**src/fetch_pkg.sv**
```systemverilog
package fetch_pkg;

	// ******************************
	// Widths with a meaning
	// ******************************

	typedef logic [31:0] addr_t; // Byte address.
	typedef logic [31:0] word_t; // Instruction or data word.
	typedef logic [1:0] burst_t; // AXI burst type.
	typedef logic [3:0] len_t; // AXI beat count minus one.
	typedef logic [1:0] beat_t; // Word index within a cache line.

	// ******************************
	// Fetch sequencing
	// ******************************

	typedef enum logic [2:0] {
		s_idle,
		s_lookup,
		s_compare,
		s_refill_req,
		s_refill_data,
		s_single_req,
		s_single_data,
		s_deliver
	} fetch_state_t;

	// Burst codes as they appear on the read address channel.
	localparam burst_t burst_fixed = 2'd0;
	localparam burst_t burst_incr = 2'd1;

	// A line is four words, so a refill is a four beat burst.
	localparam len_t line_len = 4'd3;

endpackage
```
**src/fetch_stage.sv**
```systemverilog
`timescale 1ns/1ps

module fetch_stage import fetch_pkg::*; #(
	parameter addr_t reset_pc = 32'h3000_0000,
	parameter addr_t cache_base = 32'ha000_0000,
	parameter addr_t cache_limit = 32'ha200_0000,
	parameter int line_count = 16
) (
	input  logic   clock,
	input  logic   reset,
	output addr_t  mem_araddr,
	output logic   mem_arvalid,
	input  logic   mem_arready,
	output burst_t mem_arburst,
	output len_t   mem_arlen,
	input  word_t  mem_rdata,
	input  logic   mem_rvalid,
	input  logic   mem_rlast,
	output addr_t  pc,
	output word_t  inst,
	output logic   idu_valid,
	input  logic   idu_ready,
	input  logic   jump_wrong,
	input  addr_t  jump_addr
);

	logic lookup_en;
	logic refill_start;
	logic inst_load_cache;
	logic inst_load_mem;
	logic pc_advance;
	logic in_window;
	logic hit;
	word_t cache_rdata;
	beat_t beat_index;
	logic beat_write;
	logic refill_done;
	addr_t fill_addr;

	// ******************************
	// Sequencing
	// ******************************

	fetch_control u_fetch_control (
		.clock(clock),
		.reset(reset),
		.in_window(in_window),
		.hit(hit),
		.mem_arready(mem_arready),
		.mem_rvalid(mem_rvalid),
		.refill_done(refill_done),
		.jump_wrong(jump_wrong),
		.idu_ready(idu_ready),
		.lookup_en(lookup_en),
		.refill_start(refill_start),
		.ar_issue(mem_arvalid), // The request valid comes straight from the state.
		.inst_load_cache(inst_load_cache),
		.inst_load_mem(inst_load_mem),
		.pc_advance(pc_advance),
		.idu_valid(idu_valid)
	);

	refill_counter u_refill_counter (
		.clock(clock),
		.reset(reset),
		.refill_start(refill_start),
		.mem_rvalid(mem_rvalid),
		.mem_rlast(mem_rlast),
		.beat_index(beat_index),
		.beat_write(beat_write),
		.refill_done(refill_done)
	);

	// ******************************
	// Storage and datapath
	// ******************************

	icache_array #(
		.line_count(line_count)
	) u_icache_array (
		.clock(clock),
		.reset(reset),
		.lookup_en(lookup_en),
		.lookup_addr(pc),
		.fill_addr(fill_addr),
		.beat_index(beat_index),
		.beat_write(beat_write),
		.fill_data(mem_rdata),
		.refill_done(refill_done),
		.hit(hit),
		.cache_rdata(cache_rdata)
	);

	fetch_datapath #(
		.reset_pc(reset_pc),
		.cache_base(cache_base),
		.cache_limit(cache_limit)
	) u_fetch_datapath (
		.clock(clock),
		.reset(reset),
		.lookup_en(lookup_en),
		.pc_advance(pc_advance),
		.jump_wrong(jump_wrong),
		.jump_addr(jump_addr),
		.inst_load_cache(inst_load_cache),
		.inst_load_mem(inst_load_mem),
		.cache_rdata(cache_rdata),
		.mem_rdata(mem_rdata),
		.beat_index(beat_index),
		.beat_write(beat_write),
		.pc(pc),
		.in_window(in_window),
		.fill_addr(fill_addr),
		.mem_araddr(mem_araddr),
		.mem_arburst(mem_arburst),
		.mem_arlen(mem_arlen),
		.inst(inst)
	);

endmodule

```
**src/fetch_datapath.sv**
```systemverilog
`timescale 1ns/1ps

module fetch_datapath import fetch_pkg::*; #(
	parameter addr_t reset_pc = 32'h3000_0000,
	parameter addr_t cache_base = 32'ha000_0000,
	parameter addr_t cache_limit = 32'ha200_0000
) (
	input  logic   clock,
	input  logic   reset,
	input  logic   lookup_en,
	input  logic   pc_advance,
	input  logic   jump_wrong,
	input  addr_t  jump_addr,
	input  logic   inst_load_cache,
	input  logic   inst_load_mem,
	input  word_t  cache_rdata,
	input  word_t  mem_rdata,
	input  beat_t  beat_index,
	input  logic   beat_write,
	output addr_t  pc,
	output logic   in_window,
	output addr_t  fill_addr,
	output addr_t  mem_araddr,
	output burst_t mem_arburst,
	output len_t   mem_arlen,
	output word_t  inst
);

	localparam int offset_bits = $bits(beat_t) + 2;

	addr_t req_addr; // Address of the fetch in flight.
	logic req_cached;
	logic beat_match;

	// ******************************
	// Program counter
	// ******************************

	always_ff @(posedge clock) begin
		if (reset) begin
			pc <= reset_pc;
		end else if (jump_wrong) begin
			pc <= jump_addr; // Redirect wins over a same-cycle handshake.
		end else if (pc_advance) begin
			pc <= pc + 32'd4;
		end
	end

	assign in_window = (pc >= cache_base) && (pc < cache_limit);

	// ******************************
	// Read request
	// ******************************

	// Snapshot taken at lookup, so a redirect does not disturb a pending read.
	always_ff @(posedge clock) begin
		if (lookup_en) begin
			req_addr <= pc;
			req_cached <= in_window;
		end
	end

	assign fill_addr = {req_addr[$bits(addr_t)-1:offset_bits], {offset_bits{1'b0}}};
	assign mem_araddr = req_cached ? fill_addr : req_addr;
	assign mem_arburst = req_cached ? burst_incr : burst_fixed;
	assign mem_arlen = req_cached ? line_len : '0; // Single beat outside the window.

	// A refill beat is kept only when it carries the word at pc.
	assign beat_match = !beat_write || (beat_index == pc[2 +: $bits(beat_t)]);

	always_ff @(posedge clock) begin
		if (inst_load_cache) begin
			inst <= cache_rdata;
		end else if (inst_load_mem && beat_match) begin
			inst <= mem_rdata;
		end
	end

endmodule

```
**src/icache_array.sv**
```systemverilog
`timescale 1ns/1ps

module icache_array import fetch_pkg::*; #(
	parameter int line_count = 16
) (
	input  logic  clock,
	input  logic  reset,
	input  logic  lookup_en,
	input  addr_t lookup_addr,
	input  addr_t fill_addr,
	input  beat_t beat_index,
	input  logic  beat_write,
	input  word_t fill_data,
	input  logic  refill_done,
	output logic  hit,
	output word_t cache_rdata
);

	localparam int offset_bits = $bits(beat_t) + 2;
	localparam int index_bits = $clog2(line_count);
	localparam int tag_bits = $bits(addr_t) - index_bits - offset_bits;
	localparam int words_per_line = 1 << $bits(beat_t);

	// ******************************
	// Storage
	// ******************************

	word_t data_mem [line_count][words_per_line];
	logic [tag_bits-1:0] tag_mem [line_count];
	logic [line_count-1:0] valid;

	logic [index_bits-1:0] lookup_index;
	logic [tag_bits-1:0] lookup_tag;
	beat_t lookup_word;
	logic [index_bits-1:0] fill_index;
	logic [tag_bits-1:0] fill_tag;

	// Registered copies of the lookup, compared one cycle later.
	logic [tag_bits-1:0] rd_tag;
	logic [tag_bits-1:0] cmp_tag;
	logic rd_valid;

	assign lookup_index = lookup_addr[offset_bits +: index_bits];
	assign lookup_tag = lookup_addr[$bits(addr_t)-1 -: tag_bits];
	assign lookup_word = lookup_addr[2 +: $bits(beat_t)];
	assign fill_index = fill_addr[offset_bits +: index_bits];
	assign fill_tag = fill_addr[$bits(addr_t)-1 -: tag_bits];

	// Words land one per beat. The tag goes in with the last one.
	always_ff @(posedge clock) begin
		if (beat_write) begin
			data_mem[fill_index][beat_index] <= fill_data;
		end
		if (refill_done) begin
			tag_mem[fill_index] <= fill_tag;
		end
	end

	always_ff @(posedge clock) begin
		if (reset) begin
			valid <= '0;
		end else if (refill_done) begin
			valid[fill_index] <= 1'b1;
		end
	end

	// ******************************
	// Lookup
	// ******************************

	always_ff @(posedge clock) begin
		if (reset) begin
			rd_valid <= 1'b0;
		end else if (lookup_en) begin
			rd_valid <= valid[lookup_index];
		end
	end

	always_ff @(posedge clock) begin
		if (lookup_en) begin
			cache_rdata <= data_mem[lookup_index][lookup_word];
			rd_tag <= tag_mem[lookup_index];
			cmp_tag <= lookup_tag;
		end
	end

	assign hit = rd_valid && (rd_tag == cmp_tag); // Valid during the compare cycle.

endmodule

```
**src/refill_counter.sv**
```systemverilog
`timescale 1ns/1ps

module refill_counter import fetch_pkg::*; (
	input  logic  clock,
	input  logic  reset,
	input  logic  refill_start,
	input  logic  mem_rvalid,
	input  logic  mem_rlast,
	output beat_t beat_index,
	output logic  beat_write,
	output logic  refill_done
);

	logic active; // A line refill is in progress.
	beat_t count;

	// Every beat seen during a refill goes into the line.
	assign beat_write = active & mem_rvalid;
	assign refill_done = beat_write & mem_rlast;
	assign beat_index = count;

	// ******************************
	// Refill tracking
	// ******************************

	always_ff @(posedge clock) begin
		if (reset) begin
			active <= 1'b0;
		end else if (refill_start) begin
			active <= 1'b1;
		end else if (refill_done) begin
			active <= 1'b0;
		end
	end

	// Burst is incremental from the line base, so the word index simply counts up.
	always_ff @(posedge clock) begin
		if (reset) begin
			count <= '0;
		end else if (refill_start) begin
			count <= '0;
		end else if (beat_write) begin
			count <= count + 1'b1;
		end
	end

endmodule

```
**src/fetch_control.sv**
```systemverilog
`timescale 1ns/1ps

module fetch_control import fetch_pkg::*; (
	input  logic clock,
	input  logic reset,
	input  logic in_window,
	input  logic hit,
	input  logic mem_arready,
	input  logic mem_rvalid,
	input  logic refill_done,
	input  logic jump_wrong,
	input  logic idu_ready,
	output logic lookup_en,
	output logic refill_start,
	output logic ar_issue,
	output logic inst_load_cache,
	output logic inst_load_mem,
	output logic pc_advance,
	output logic idu_valid
);

	fetch_state_t state;
	fetch_state_t state_next;
	logic flush; // A redirect arrived while a read was in flight.
	logic drop; // The read finishing now must not be delivered.
	logic read_busy;

	assign read_busy = (state == s_refill_req) || (state == s_refill_data) ||
		(state == s_single_req) || (state == s_single_data);
	assign drop = flush | jump_wrong;

	// ******************************
	// State register
	// ******************************

	always_ff @(posedge clock) begin
		if (reset) begin
			state <= s_idle;
		end else begin
			state <= state_next;
		end
	end

	// The flag lives until the state machine is back in lookup.
	always_ff @(posedge clock) begin
		if (reset) begin
			flush <= 1'b0;
		end else if (state_next == s_lookup) begin
			flush <= 1'b0;
		end else if (jump_wrong && read_busy) begin
			flush <= 1'b1;
		end
	end

	// ******************************
	// Next state and strobes
	// ******************************

	always_comb begin
		state_next = state;
		refill_start = 1'b0;
		inst_load_cache = 1'b0;
		inst_load_mem = 1'b0;
		pc_advance = 1'b0;
		case (state)
			s_idle: begin
				state_next = s_lookup;
			end
			s_lookup: begin
				if (jump_wrong) begin
					state_next = s_lookup; // Look up again at the new pc.
				end else if (in_window) begin
					state_next = s_compare;
				end else begin
					state_next = s_single_req;
				end
			end
			s_compare: begin
				if (jump_wrong) begin
					state_next = s_lookup;
				end else if (hit) begin
					inst_load_cache = 1'b1;
					state_next = s_deliver;
				end else begin
					refill_start = 1'b1;
					state_next = s_refill_req;
				end
			end
			s_refill_req: begin
				if (mem_arready) begin
					state_next = s_refill_data;
				end
			end
			s_refill_data: begin
				inst_load_mem = mem_rvalid; // Datapath picks the matching beat.
				if (refill_done) begin
					state_next = drop ? s_lookup : s_deliver;
				end
			end
			s_single_req: begin
				if (mem_arready) begin
					state_next = s_single_data;
				end
			end
			s_single_data: begin
				if (mem_rvalid) begin
					inst_load_mem = 1'b1;
					state_next = drop ? s_lookup : s_deliver;
				end
			end
			s_deliver: begin
				if (jump_wrong) begin
					state_next = s_lookup; // The held instruction is dropped.
				end else if (idu_ready) begin
					pc_advance = 1'b1;
					state_next = s_lookup;
				end
			end
			default: begin
				state_next = s_idle;
			end
		endcase
	end

	// Moore outputs, all taken straight from the state register.
	assign lookup_en = (state == s_lookup);
	assign ar_issue = (state == s_refill_req) || (state == s_single_req);
	assign idu_valid = (state == s_deliver);

endmodule

```
**config.mk**
```make
export PLATFORM = sky130hd
export DESIGN_NAME = fetch_stage
export DESIGN_NICKNAME = d
export VERILOG_FILES = /design/src/fetch_pkg.sv /design/src/fetch_stage.sv /design/src/fetch_datapath.sv /design/src/icache_array.sv /design/src/refill_counter.sv /design/src/fetch_control.sv
export SDC_FILE = /design/constraint.sdc
export NUM_CORES = 2
export LEC_CHECK = 0
export ABC_CLOCK_PERIOD_IN_PS = 6130
export BUFFER_PORTS_ARGS = -buffer_cell sky130_fd_sc_hd__buf_2
export CAP_MARGIN = 20
export CORE_AREA = 2 2 454 456
export CTS_CLUSTER_SIZE = 24
export DETAILED_ROUTE_END_ITERATION = 10
export DIE_AREA = 0 0 456 458
export MAX_ROUTING_LAYER = met4
export PLACE_DENSITY = 0.75
export SETUP_SLACK_MARGIN = 0.2
export SKIP_LAST_GASP = 1
export SLEW_MARGIN = 20
export SYNTH_ARGS = -nofsm -noshare
export SYNTH_HDL_FRONTEND = slang
export SYNTH_HIERARCHICAL = 1
export SYNTH_SLANG_ARGS = --single-unit
```
**constraint.sdc**
```tcl
create_clock -name clock -period 6.13 [get_ports clock]
set_input_delay 0.3065 -clock clock [delete_from_list [all_inputs] [get_ports clock]]
set_output_delay 0.3065 -clock clock [all_outputs]
set_load 0.02 [all_outputs]
```
== Yosys cells after proc, flatten, opt, wreduce, memory -nomap -nowiden ==
Memory sizes are Yosys's and may differ from the RTL's. A register that Yosys moved wholly into a read port is not among the register bits.
Cells that the tools add are included.

* Register bits after elaboration: 177
* Bits in writable memories: 2432
* Bits of input ports: 71
* Output and inout port bits: 104
* Logic and storage cells: 105
* Memories: 2

* Add/subtract/negate cells: 2
* Magnitude comparators: 8
* Equality and inequality tests: 10
* Muxes and demuxes: 47
* Bitwise operators: 6
* Reductions and logical operators: 18

{| class="wikitable"
|+ Memories
! name !! depth !! width !! rd ports !! clocked after Yosys merged registers in !! wr ports !! line !! RTL
|-
| u_icache_array.data_mem || 16 || 128 || 1 || 1 || 1 || icache_array.sv:28 || <nowiki>word_t data_mem [line_count][words_per_line];</nowiki>
|-
| u_icache_array.tag_mem || 16 || 24 || 1 || 1 || 1 || icache_array.sv:29 || <nowiki>logic [tag_bits-1:0] tag_mem [line_count];</nowiki>
|}

{| class="wikitable"
|+ Operators with widths
! cell !! number
|-
| $mux W32 || 7
|-
| $mux W128 || 1
|-
| $bmux W32 S2 || 1
|-
| $demux W32 S2 || 1
|-
| $mux W3 || 11
|-
| $add A32 B3 Y32 const B || 1
|-
| $ge A32 B32 Y1 const B || 1
|-
| $lt A32 B32 Y1 const B || 1
|-
| $eq A24 B24 Y1 || 1
|-
| $pmux W3 S8 || 1
|-
| $mux W1 || 18
|-
| $or A16 B16 Y16 || 1
|-
| $eq A3 B3 Y1 const B || 4
|-
| $mux W4 || 3
|-
| $lt A4 B5 Y1 const B || 2
|-
| $eq A3 B1 Y1 const B || 2
|-
| $eq A3 B2 Y1 const B || 2
|-
| $ge A3 B3 Y1 const B || 2
|-
| $logic_and A1 B1 Y1 || 6
|-
| $not A2 Y3 || 2
|-
| $reduce_bool A2 Y1 || 3
|-
| $logic_or A1 B1 Y1 || 5
|-
| $bmux W1 S4 || 1
|-
| $demux W1 S4 || 1
|-
| other kinds (11) || 13
|}

== Longest topological paths before layout ==
* Depth in word-level cells: 7
* Mapped depth: 10
* Depth with buffers taken out: 7

== By module ==
The synthesis kept the hierarchy.

{| class="wikitable"
|+ Modules (own cells, without submodules)
! module !! times used !! cells each !! area each (µm²) !! sequential area each (µm²)
|-
| icache_array || 1 || 4222 || 96186.0 || 75772.7
|-
| fetch_datapath || 1 || 401 || 4704.5 || 2592.5
|-
| fetch_control || 1 || 45 || 395.4 || 80.1
|-
| refill_counter || 1 || 14 || 146.4 || 60.1
|}

== Worst setup path after synthesis ==
OpenSTA, ideal clock, no wires.

* Path kind: register -> register
* From: register u_fetch_control.state[1]
* To: register u_icache_array.rd_valid
* Library setup time: 125 ps
* Arrival: 6260 ps
* Data required time: 6005 ps
* Setup slack: -255 ps
* Stages on the path, launching flop included: 6
* Path buffers: 1
* Clock period less this slack: 6385 ps
* Cells stage by stage: dfxtp_1 -> buf_6 -> and2b_2 -> nor2b_1 -> mux2i_1 -> nor2_1

* Longest elaborated chain between the ends: 1

{| class="wikitable"
|+ RTL lines
! what !! line !! RTL
|-
| start: declaration || fetch_control.sv:22 || <nowiki>fetch_state_t state;</nowiki>
|-
| start signal: assignment || fetch_control.sv:38 || <nowiki>state <= s_idle;</nowiki>
|-
| start signal: assignment || fetch_control.sv:40 || <nowiki>state <= state_next;</nowiki>
|-
| $eq A3 B1 Y1 || fetch_control.sv:126 || <nowiki>assign lookup_en = (state == s_lookup);</nowiki>
|-
| named net lookup_en || fetch_stage.sv:27 || <nowiki>logic lookup_en;</nowiki>
|-
| end signal: assignment || icache_array.sv:75 || <nowiki>rd_valid <= valid[lookup_index];</nowiki>
|-
| end: declaration || icache_array.sv:41 || <nowiki>logic rd_valid;</nowiki>
|}

The timed path passes the listed nets, and every way through them passes these cells.
A chain may end at the register's enable or synchronous reset.

== Final worst setup path ==
* From: register u_icache_array.cmp_tag[15]
* To: register u_fetch_datapath.inst[28] (enable)

* Longest elaborated chain between the ends: 6

{| class="wikitable"
|+ RTL lines
! what !! line !! RTL
|-
| start: declaration || icache_array.sv:40 || <nowiki>logic [tag_bits-1:0] cmp_tag;</nowiki>
|-
| start signal: assignment || icache_array.sv:83 || <nowiki>cmp_tag <= lookup_tag;</nowiki>
|-
| $eq A24 B24 Y1 || icache_array.sv:87 || <nowiki>assign hit = rd_valid && (rd_tag == cmp_tag);</nowiki>
|-
| $logic_and A1 B1 Y1 || icache_array.sv:87 ||
|-
| named net hit || fetch_stage.sv:33 || <nowiki>logic hit;</nowiki>
|-
| $mux W1 || fetch_control.sv:81 || <nowiki>end else if (hit) begin</nowiki>
|-
| $mux W1 || fetch_control.sv:79 || <nowiki>if (jump_wrong) begin</nowiki>
|-
| $mux W1 || fetch_control.sv:65 || <nowiki>case (state)</nowiki>
|-
| named net inst_load_cache || fetch_stage.sv:29 || <nowiki>logic inst_load_cache;</nowiki>
|-
| $reduce_bool A2 Y1 (no line) || - ||
|-
| end signal: assignment || fetch_datapath.sv:73 || <nowiki>inst <= cache_rdata;</nowiki>
|-
| end signal: assignment || fetch_datapath.sv:75 || <nowiki>inst <= mem_rdata;</nowiki>
|-
| end: declaration || fetch_datapath.sv:26 || <nowiki>output word_t inst</nowiki>
|}

The timed path passes the listed nets, and every way through them passes these cells.

==> qor.yml <==
worst_setup_path:
  crit_path_start_kind: "flop"
  timing.rr.start: "u_icache_array/cmp_tag[15]"
  crit_type: "flop to flop"
  slowest_stage: "a21o_2"
  r2r_end: "u_fetch_datapath/inst[28]"
  rrSetupSlack_ns: 1.93
  cpPeakStageDelay_ns: 0.88
  reg2reg_depth: 7
  startpoint: "u_icache_array/cmp_tag[15]"
  endpoint_kind: "flop"
  worstPathCellList: "xor2_1 > nor4_1 > nand3_1 > nor4_1 > and4b_2 > buf_4 > a21o_2"
  cp.required_ns: 6.61
  path_common_cell: "nor4_1"
  cp.arrival_ns: 4.68
  path_max_fanout: 34
grt:
  grt_max_degree: 108
  grt_pass1_wl_mm: 360.6
  grt_pass1_vias: 50560
  gr-total-overflow: 0
  track_usage: 0.2462
  antenna_found_initial: 12
detailed_routing:
  avgRoutedWirePerCell_um: 31.88
  routed_via_density: 6.473
  firstDrtPassIters: 8
  route.vias.total: 51050
  routed_wl_mm: 251.4
  detail-route-antenna-nets: 0
  drtIter0Drc: 7425
  drc_errors: 0
yosys:
  synthCells: 4678
  yosysWarningCount: 6
  syn_avg_cell_area_um2: 21.68
  synth.cell_area_um2: 101400
place:
  post-place-ws_ns: 2.015
  portBuffers: 171
  place_hpwl_mm: 132.1
  place.gp.congestion: 0.8363
sta:
  period_minus_slack_ns: 4.202
  post-route-period-util: 0.6855
  fmax_ghz: 0.2380
  slew_viol_final: 0
  relSlewSlack: 0.2098
  skew_ns: 0.08000
  worstMarginPinSlew_ns: 1.183
  rsz0062_at_grt: "false"
  hold_violations: 0
  setup_ws_ns: 1.928
  setup_viol: 0
  tns_ns: 0
  hold_ws_ns: 0.02603
floorplan:
  die-area_um2: 208800
  initial_utilization: 0.4977
  core_area_um2: 203800
  rows: 166
  fp.dieW_um: 456
  die_y_um: 458
  num_io_pins: 175
clock_network:
  insertion_delay_ns: 0.89
  cts_made_buffers: 237
  clock-sinks: 2633
  holdBufCountCts: 36
  cts-root-buf: "clkbuf_16"
  clkSlewWorstSetupHoldPaths_ns: 0.07
  ctsHtreeMaxLevel: 4
  cts_tree: "yes"
  cts_setup_buffers: 0
  post_cts_resized: 0
  clk_path_buf_depth: 3
cells_and_area:
  fin_nets: 5056
  regArea_um2: 78520
  multiInputGateArea_um2: 21610
  drive_gt1_frac: 0.2809
  num-fill-cells: 14280
  area_growth_pct: 12.58
hold_path:
  hold_start: "mem_rdata[14]"
  holdPathEnd: "u_icache_array/data_mem[8][14]"
  min_path_type: "primary input to flop"
  whs_path_depth: 1
job:
  max_cap_violations: 0
power:
  fin_total_pwr_w: 0.03692
  seq_power_share: 0.545
  swShare: 0.2141
  p_int_w: 0.02901
  p_switching_w: 0.007906
  pwr-share-clk: 0.404
  peakVddDrop_uv: 300.6
  powerDensity_nw_per_um2: 323.4
  comb_power_share: 0.051
  p_leak_nw: 34.87
status:
  status: "finished, final reports clean"
==> critical path, delay by kind of cell, from the launching register on <==
family                 cells  cell delay [ns]
AO/OA/AOI/OAI              1             0.88
XOR/XNOR                   1             0.17
buffers and inverters      1             0.52
flip-flops                 1             0.38
AND/OR/NAND/NOR            4             1.80
==> flip-flops by register name, summed over array words and instances (netlist names) <==
| register | count |
|---|---|
| u_icache_array/data_mem | 2048 |
| u_icache_array/tag_mem | 384 |
| u_fetch_datapath/inst | 32 |
| u_fetch_datapath/pc | 32 |
| u_fetch_datapath/req_addr | 32 |
| u_icache_array/cache_rdata | 32 |
| u_icache_array/cmp_tag | 24 |
| u_icache_array/rd_tag | 24 |
| u_icache_array/valid | 16 |
| u_fetch_control/state | 3 |
| u_refill_counter/beat_index | 2 |
| u_fetch_control/flush | 1 |
| u_fetch_datapath/req_cached | 1 |
| u_icache_array/rd_valid | 1 |
| u_refill_counter/active | 1 |
==> cell type report <==
class                   count  area share
flip-flops and latches   2633      0.6878
well taps                2688     0.02946
diodes                      8   0.0001754
clock buffers             286     0.05402
repair buffers            373     0.02416
clock inverters           161     0.01462
inverters                  14   0.0004603
multi-input cells        1724      0.1893
==> layer usage <==
| metal | GRT usage | wire length, µm | vias to the layer above |
|---|---|---|---|
| li1 | - | - | 20220 |
| met1 | 0.3271 | 92250 | 26840 |
| met2 | 0.3837 | 121900 | 3486 |
| met3 | 0.04765 | 27760 | 505 |
| met4 | 0.08733 | 9481 | 0 |
| met5 | - | 0 | - |
==> power groups by stage <==
stage | sequential, W | clock [W] | combinational [W]
4_1_cts | 0.0201 | 0.0151 | 0.00188
5_1_grt | 0.0201 | 0.0158 | 0.00200
3_3_place_gp | 0.0205 | 0 | 0.00181
6_report | 0.0201 | 0.0149 | 0.00190
3_5_place_dp | 0.0205 | 0 | 0.00185
2_1_floorplan | 0.0204 | 0 | 0.00123
==> how the worst max path moves through the flow <==
stage,endpoint,slack (ns),depth (start not counted)
3_5_place_dp,u_fetch_datapath/inst[22],2.01,7
2_1_floorplan,u_icache_array/rd_valid,1.98,5
4_1_cts,u_fetch_datapath/inst[28],1.97,7
6_report,u_fetch_datapath/inst[28],1.93,7
5_1_grt,u_fetch_datapath/inst[14],1.92,7
3_3_place_gp,u_fetch_datapath/inst[22],1.97,7
==> placed cells by master, fill, tap and decap left out, drive strengths merged, types with 16 or more instances in the layout <==
master / count
inv: 22
buf: 315
o22ai: 81
o221ai: 34
nor4: 23
o21ai: 38
edfxtp: 2577
dlygate4sd3: 58
nor2: 171
a221oi: 24
nand2b: 17
nor2b: 26
mux4: 567
a21oi: 67
xnor2: 17
clkbuf: 286
xor2: 23
nand2: 65
nand3: 39
o22a: 22
clkinvlp: 16
nor3: 31
bufinv: 28
clkinv: 109
mux2i: 150
dfxtp: 56
mux2: 118
a211oi: 25
a22oi: 31
==> stage by stage <==
stage	instance area, µm²	utilization	cells
finish	114200	0.5603	7887
global route	114200	0.5603	7885
CTS	113800	0.5586	7855
detailed placement	105600	0.5184	7372
global placement	105600	0.5184	7372
floorplan	101400	-	4680
No activity file was read; power rests on OpenSTA's default activity.
